[config.mk]
export PLATFORM = sky130hd
export DESIGN_NAME = ex_top
export DESIGN_NICKNAME = d
export VERILOG_FILES = /design/src/logic/ex_pkg.sv /design/src/logic/ex_top.sv /design/src/logic/ex_stage.sv /design/src/logic/reg_file.sv /design/src/logic/alu.sv
export SDC_FILE = /design/constraint.sdc
export NUM_CORES = 2
export LEC_CHECK = 0
export BUFFER_PORTS_ARGS = -buffer_cell sky130_fd_sc_hd__buf_2
export CELL_PAD_IN_SITES_DETAIL_PLACEMENT = 0
export CELL_PAD_IN_SITES_GLOBAL_PLACEMENT = 2
export CORE_MARGIN = 2
export CORE_UTILIZATION = 35
export DETAILED_ROUTE_END_ITERATION = 6
export PLACE_DENSITY = 0.62
export SKIP_LAST_GASP = 1
export SYNTH_ARGS = -nofsm -noshare
export SYNTH_HDL_FRONTEND = slang
export SYNTH_HIERARCHICAL = 1
export SYNTH_SLANG_ARGS = --single-unit
[constraint.sdc]
create_clock -name clk -period 7.8 [get_ports clk]
set_input_delay 0.39 -clock clk [delete_from_list [all_inputs] [get_ports clk]]
set_output_delay 0.39 -clock clk [all_outputs]
set_load 0.02 [all_outputs]
[src/logic/ex_pkg.sv]
`default_nettype none

package ex_pkg;

	// alu operation codes
	// add keeps the legacy 3'b010 encoding
	// codes 001 and 111 are unused and fall through to pass b
	typedef enum logic [2:0] {
		op_pass_b = 3'b000,
		op_add    = 3'b010,
		op_sub    = 3'b011,
		op_and    = 3'b100,
		op_or     = 3'b101,
		op_xor    = 3'b110
	} alu_op_e;

	// register index into the 32 entry file
	typedef logic [4:0] reg_addr_t;

	// x31 is hard wired to zero
	localparam reg_addr_t zero_reg = 5'd31;

	// condition flags in nzvc order
	typedef struct packed {
		logic negative;
		logic zero;
		logic overflow;
		logic carry;
	} alu_flags_t;

	// decoded control for one issued instruction
	// 22 bits with alu_op in the top bits
	typedef struct packed {
		// operation for the alu
		alu_op_e   alu_op;
		// second operand from the immediate instead of rm
		logic      alu_src;
		// load the flag register from this result
		logic      set_flags;
		// write the result back to rd
		logic      reg_write;
		// source and destination registers
		reg_addr_t rn;
		reg_addr_t rm;
		reg_addr_t rd;
		// reserved for later decode use
		logic      spare;
	} ex_ctrl_t;

endpackage

`default_nettype wire
[src/logic/ex_top.sv]
`timescale 1ns/1ps
`default_nettype none

module ex_top #(
	parameter int DATA_W = 64
) (
	input  wire                   clk,
	input  wire                   rst_n,
	input  wire                   issue,
	input  wire ex_pkg::ex_ctrl_t ctrl,
	input  wire [DATA_W-1:0]      imm,
	input  wire [DATA_W-1:0]      pc,
	input  wire [DATA_W-1:0]      br_offset,
	output logic                  valid,
	output logic [DATA_W-1:0]     alu_result,
	output logic [DATA_W-1:0]     rd2_out,
	output logic [DATA_W-1:0]     br_target,
	output ex_pkg::alu_flags_t    flags
);

	// register read values for rn and rm
	logic [DATA_W-1:0] rd_data1;
	logic [DATA_W-1:0] rd_data2;
	// write back from the execute stage
	logic [DATA_W-1:0] wb_data;
	logic              wb_en;

	// reads are driven straight from the issued fields
	reg_file #(
		.DATA_W(DATA_W)
	) u_reg_file (
		.clk      (clk),
		.rst_n    (rst_n),
		.rd_addr1 (ctrl.rn),
		.rd_addr2 (ctrl.rm),
		.rd_data1 (rd_data1),
		.rd_data2 (rd_data2),
		.wr_en    (wb_en),
		.wr_addr  (ctrl.rd),
		.wr_data  (wb_data)
	);

	ex_stage #(
		.DATA_W(DATA_W)
	) u_ex_stage (
		.clk        (clk),
		.rst_n      (rst_n),
		.issue      (issue),
		.ctrl       (ctrl),
		.rs1_data   (rd_data1),
		.rs2_data   (rd_data2),
		.imm        (imm),
		.pc         (pc),
		.br_offset  (br_offset),
		.wb_data    (wb_data),
		.wb_en      (wb_en),
		.valid      (valid),
		.alu_result (alu_result),
		.rd2_out    (rd2_out),
		.br_target  (br_target),
		.flags      (flags)
	);

endmodule

`default_nettype wire

[src/logic/ex_stage.sv]
`timescale 1ns/1ps
`default_nettype none

module ex_stage #(
	parameter int DATA_W = 64
) (
	input  wire                   clk,
	input  wire                   rst_n,
	input  wire                   issue,
	input  wire ex_pkg::ex_ctrl_t ctrl,
	input  wire [DATA_W-1:0]      rs1_data,
	input  wire [DATA_W-1:0]      rs2_data,
	input  wire [DATA_W-1:0]      imm,
	input  wire [DATA_W-1:0]      pc,
	input  wire [DATA_W-1:0]      br_offset,
	output logic [DATA_W-1:0]     wb_data,
	output logic                  wb_en,
	output logic                  valid,
	output logic [DATA_W-1:0]     alu_result,
	output logic [DATA_W-1:0]     rd2_out,
	output logic [DATA_W-1:0]     br_target,
	output ex_pkg::alu_flags_t    flags
);

	// second alu operand
	logic [DATA_W-1:0]  op_b;
	// pc relative branch target before the latch
	logic [DATA_W-1:0]  target;
	// flags straight from the alu
	ex_pkg::alu_flags_t alu_flags;

	// immediate or register for operand b
	assign op_b = ctrl.alu_src ? imm : rs2_data;

	alu #(
		.DATA_W(DATA_W)
	) u_alu (
		.a      (rs1_data),
		.b      (op_b),
		.op     (ctrl.alu_op),
		.result (wb_data),
		.flags  (alu_flags)
	);

	// offset is in words so scale by four
	assign target = pc + (br_offset << 2);

	// write back happens this cycle so the next issue sees it
	assign wb_en = issue & ctrl.reg_write;

	// output latch with one cycle of latency
	always_ff @(posedge clk) begin
		if (!rst_n) begin
			valid      <= 1'b0;
			alu_result <= '0;
			rd2_out    <= '0;
			br_target  <= '0;
		end else begin
			valid <= issue;
			if (issue) begin
				alu_result <= wb_data;
				// store data path for a later memory stage
				rd2_out    <= rs2_data;
				br_target  <= target;
			end
		end
	end

	// flag register
	// holds unless the instruction asks for an update
	always_ff @(posedge clk) begin
		if (!rst_n) begin
			flags <= '0;
		end else if (issue && ctrl.set_flags) begin
			flags <= alu_flags;
		end
	end

	// without a new issue valid drops after one cycle
	valid_one_cycle : assert property (@(posedge clk) disable iff (!rst_n)
		(valid && !issue) |=> !valid)
		else $error("valid held without issue");

endmodule

`default_nettype wire

[src/logic/reg_file.sv]
`timescale 1ns/1ps
`default_nettype none

module reg_file #(
	parameter int DATA_W = 64
) (
	input  wire                   clk,
	input  wire                   rst_n,
	input  wire ex_pkg::reg_addr_t rd_addr1,
	input  wire ex_pkg::reg_addr_t rd_addr2,
	output logic [DATA_W-1:0]     rd_data1,
	output logic [DATA_W-1:0]     rd_data2,
	input  wire                   wr_en,
	input  wire ex_pkg::reg_addr_t wr_addr,
	input  wire [DATA_W-1:0]      wr_data
);

	// x0..x30 are real storage
	localparam int num_regs = 31;

	logic [DATA_W-1:0] regs [0:num_regs-1];

	// single write port, writes to x31 dropped
	always_ff @(posedge clk) begin
		if (!rst_n) begin
			for (int i = 0; i < num_regs; i++) begin
				regs[i] <= '0;
			end
		end else if (wr_en && (wr_addr != ex_pkg::zero_reg)) begin
			regs[wr_addr] <= wr_data;
		end
	end

	// combinational reads
	// no bypass needed since a write lands before the next issue reads
	always_comb begin
		rd_data1 = (rd_addr1 == ex_pkg::zero_reg) ? '0 : regs[rd_addr1];
		rd_data2 = (rd_addr2 == ex_pkg::zero_reg) ? '0 : regs[rd_addr2];
	end

	// a write aimed at x31 leaves it reading zero afterwards
	zero_reg_port1 : assert property (@(posedge clk) disable iff (!rst_n)
		(wr_en && (wr_addr == ex_pkg::zero_reg)) ##1 (rd_addr1 == ex_pkg::zero_reg)
		|-> (rd_data1 == '0))
		else $error("x31 read nonzero on port 1");

	zero_reg_port2 : assert property (@(posedge clk) disable iff (!rst_n)
		(wr_en && (wr_addr == ex_pkg::zero_reg)) ##1 (rd_addr2 == ex_pkg::zero_reg)
		|-> (rd_data2 == '0))
		else $error("x31 read nonzero on port 2");

endmodule

`default_nettype wire

[src/logic/alu.sv]
`timescale 1ns/1ps
`default_nettype none

module alu #(
	parameter int DATA_W = 64
) (
	input  wire [DATA_W-1:0]     a,
	input  wire [DATA_W-1:0]     b,
	input  wire ex_pkg::alu_op_e op,
	output logic [DATA_W-1:0]    result,
	output ex_pkg::alu_flags_t   flags
);

	// adder operand after optional inversion
	logic [DATA_W-1:0] b_eff;
	// high for subtract
	logic              sub;
	// high for add or subtract
	logic              arith;
	// sum with the carry out in the top bit
	logic [DATA_W:0]   sum;

	// one shared adder for add and subtract
	always_comb begin
		sub   = (op == ex_pkg::op_sub);
		arith = sub || (op == ex_pkg::op_add);
		// subtract as a + ~b + 1
		b_eff = sub ? ~b : b;
		sum   = {1'b0, a} + {1'b0, b_eff} + {{DATA_W{1'b0}}, sub};
	end

	// result select
	always_comb begin
		case (op)
			ex_pkg::op_add,
			ex_pkg::op_sub: begin
				result = sum[DATA_W-1:0];
			end
			ex_pkg::op_and: begin
				result = a & b;
			end
			ex_pkg::op_or: begin
				result = a | b;
			end
			ex_pkg::op_xor: begin
				result = a ^ b;
			end
			// pass b and the two unused codes
			default: begin
				result = b;
			end
		endcase
	end

	// flags from the selected result
	always_comb begin
		flags.negative = result[DATA_W-1];
		flags.zero     = ~|result;
		// carry and overflow only mean something for add and subtract
		flags.carry    = arith & sum[DATA_W];
		// operands agree in sign but the sum does not
		flags.overflow = arith
			& (a[DATA_W-1] == b_eff[DATA_W-1])
			& (sum[DATA_W-1] != a[DATA_W-1]);
	end

	// subtract and xor give a zero result exactly when the operands are equal
	always_comb begin
		if ((op == ex_pkg::op_sub) || (op == ex_pkg::op_xor)) begin
			assert final (flags.zero == (a == b))
				else $error("alu zero flag disagrees with operand compare");
		end
	end

endmodule

`default_nettype wire

==> out/qor.csv <==
metric,value,unit
status,finished clean,
netlist_instances,9620,
report.final.slew_viol_count,0,
path_class,register to register,
rows,223,
seq_power_share,41.0,%
tns,0,ns
final_cell_mix,"2,048 x edfxtp_1, 1,993 x and2_1, 1,085 x mux4_2, 503 x mux2i_1, 454 x buf_4",
synth_ff_type,edfxtp_1,
drive_gt1_share,26.0,%
nets,10500,
fin_crit,7.22,ns
power_density,227,nW/um^2
synth-edff-count,2048,
min_from,br_offset[42],
min_path_type,primary input to register,
cts.sinks,2245,
cp-end-kind,register,
worstPathMaxFanout,33,
worst_ep_arrival_time,7.86,ns
netlist_area,130000,sq um
synth-seq-cells,2245,
cts_buffer_depth,4,
core_area,370000,sq um
grt_max_degree,95,
clock.fmax,0.139,GHz
area_growth,14.9,%
cp_common_cell,buf_4,
skew,0.0656,ns
holdPathStages,4,
setup_slack,0.581,ns
clk_pin_slew,0.06,ns
route.detailed.drc,0,
synthTopCellsByArea,"edfxtp_1 47%, mux4_2 19%, and2_1 9.6%",
initial_utilization,35.2,%
cts-root-buf,clkbuf_16,
slew_headroom,9.06,%
num_vias,92000,
clkPwrFrac,37.5,%
vdd_ir_drop_max,0.000168,V
cts_buffers,276,
cp.required,8.44,ns
numPortBuffers,410,
p_sw_share,31.0,%
yosys_warnings,6,
maxCapViolCount,0,
finalHoldViolations,0,
layout_commonest_cell,edfxtp_1,
critPathMaxStageDelay,0.80,ns
reg2reg_to,u_reg_file/regs[23][54],
p_leak,56.1,nW
holdPathEnd,u_ex_stage/br_target[44],
ios,414,
yosysTopAreaCell,edfxtp_1,
regArea,65400,sq um
die_h,614,um
via_per_inst,6.04,
critical_path.cell_chain,mux4_2 -> mux4_2 -> inv_1 -> o2bb2ai_1 -> mux2_2 -> nor4bb_2 -> nor2_1 -> fa_1 -> nand3b_2 -> buf_4 -> a21oi_1 -> buf_4 -> o311ai_1 -> nand3_1 -> buf_4 -> o21ai_1 -> buf_4 -> a31oi_1 -> a21oi_1 -> xnor2_1 -> a221oi_1 -> inv_1 -> buf_12 -> and2_1,
rsz0062_at_grt,false,
post_cts_buffers,0,
start_kind,register,
cp_top_family,compound AO/OA/AOI/OAI gates,
die_area,377000,sq um
dp.cells,14700,
rr_worst_depth,24,
regToRegSetupSlack,0.58,ns
first_pass_iters,5,
period_share,92.6,%
wl_per_cell,38.0,um
r2r-start,u_reg_file/regs[29][0],
ys_seq_area_share,50.3,%
multi_input_area,61000,sq um
finalNonFillerCells,15200,
async_flop_share,0,%
gp_congestion,0.894,
setup_violations,0,
synth_top_area_share,47.2,%
detailed_place_hpwl,360000,um
tritoncts,yes,
critPathSlowestCell,a221oi_1,
routed_wirelength,578000,um
pwr-share-comb,21.5,%
antenna_found_initial,80,
pre_cts_slack,-0.00214,ns
fp.dieW,614,um
p_int,23.5,mW
p_sw,10.5,mW
cp_num_buf_inv,7,
gr-usage-all-layers,30.2,%
fillers,34300,
antenna_left,0,
drtIter0Drc,12100,
clkLatencyLatePin,0.93,ns
h-tree-depth,5,
grt_pass1_wl,780000,um
synth_cell_type_count,119,
avgSynthCellArea,13.5,sq um
grt-ovfl-total,0,
max_slew.worst_pin.slew,1.36,ns
grt_pass1_vias,91700,
-- flip-flops by register name, summed over array words and instances, names as in the netlist --
signal                 flops
u_reg_file/regs         2048
u_ex_stage/alu_result     64
u_ex_stage/br_target      64
u_ex_stage/flags           4
u_ex_stage/rd2_out        64
u_ex_stage/valid           1
-- cell usage after synthesis (42+ instances only) --
library cell  instances
and2_1             1993
and3_1               42
buf_1                63
nand3_1              49
a22oi_1              63
nand2_1             250
buf_4                48
xnor2_1             115
mux4_2             1085
edfxtp_1           2048
dfxtp_1             197
nand4_1              61
o21ai_0             259
a211oi_1             61
nor2_1              372
o221ai_1             57
mux2i_1             503
clkbuf_1            621
mux2_2               86
o22ai_1              73
ha_1                261
inv_1               253
nor3_1               79
a21o_1               52
buf_2               138
a21oi_1             231
-- per-layer routing --
| metal | routed length (um) | GRT usage (%) |
|---|---|---|
| met5 | 133 | 0 |
| met4 | 26800 | 12.4 |
| met3 | 49900 | 4.69 |
| met2 | 269000 | 48.3 |
| met1 | 232000 | 40.8 |
-- logic make-up (layout without fill, tap and decap cells) --
kind of cell	count (synthesis)	count (layout)	synth area share [%]
and+or+nand+nor	3012	3012	13.3
DFF	2245	2245	50.3
muxes	1675	1675	23.4
buffers and inverters	1161	1703	3.83
AOI/OAI and AO/OA	1115	1115	5.72
adders and majority gates	263	263	2.54
xor gates and xnor gates	148	148	0.995
other	1	107	0.00288
-- what timing repair did --
action / in CTS / in global routing
endpoints found under the hold margin: 12 / 0
endpoints found under the setup margin: 0 / 0
gates resized for setup: 0 / 0
hold buffers: 15 / 0
-- final cells by class --
type / count / area share (%)
clock inverter: 143 / 0.823
sequential: 2245 / 43.7
clock buffer: 352 / 4.98
tap: 4950 / 4.14
inverter: 256 / 0.651
antenna: 43 / 0.0719
timing repair buffer: 952 / 4.85
multi-input combinational: 6277 / 40.8
-- worst max path at each step --
stage,startpoint,cells past startpoint,to,slack [ns]
2_1_floorplan,issue,9,u_reg_file/regs[12][0],0.63
3_3_place_gp,ctrl[6],24,u_ex_stage/flags[2],-0.11
6_report,u_reg_file/regs[29][0],24,u_reg_file/regs[23][54],0.58
3_5_place_dp,ctrl[6],22,u_ex_stage/flags[2],-0.002
4_1_cts,u_reg_file/regs[29][0],23,u_ex_stage/flags[2],0.71
5_1_grt,u_reg_file/regs[31][0],23,u_ex_stage/flags[2],0.49
-- per-stage QoR --
step / total power [mW] / hold slack [ns] / utilization, % / cell area (sq um)
after floorplan: 18.2 / 0.523 / - / 130000
after global placement: 21.4 / 0.456 / 38.0 / 141000
after detailed placement: 21.4 / 0.459 / 38.0 / 141000
after CTS: 34.2 / 0.000705 / 40.4 / 149000
after global routing: 35.0 / 0.0812 / 40.4 / 150000
final: 34.0 / 0.0539 / 40.5 / 150000
-- power groups by stage --
stage	clock network [mW]	registers, mW	logic, mW
final	12.8	13.9	7.32
after global routing	13.4	14.0	7.66
after detailed placement	0	14.2	7.25
after global placement	0	14.1	7.22
after CTS	12.9	13.9	7.28
after floorplan	0	14.3	3.87
-- worst reg2reg max path: stages (launching register included) --
cell and delay, ns:
edfxtp_1 0.42, mux4_2 0.46, mux4_2 0.55, inv_1 0.09, o2bb2ai_1 0.23, mux2_2 0.46, nor4bb_2 0.42, nor2_1 0.11
fa_1 0.42, nand3b_2 0.27, buf_4 0.17, a21oi_1 0.22, buf_4 0.16, o311ai_1 0.11, nand3_1 0.12, buf_4 0.16
o21ai_1 0.15, buf_4 0.19, a31oi_1 0.43, a21oi_1 0.17, xnor2_1 0.18, a221oi_1 0.80, inv_1 0.20, buf_12 0.22
and2_1 0.23
Power figures use the tool's default switching activity.
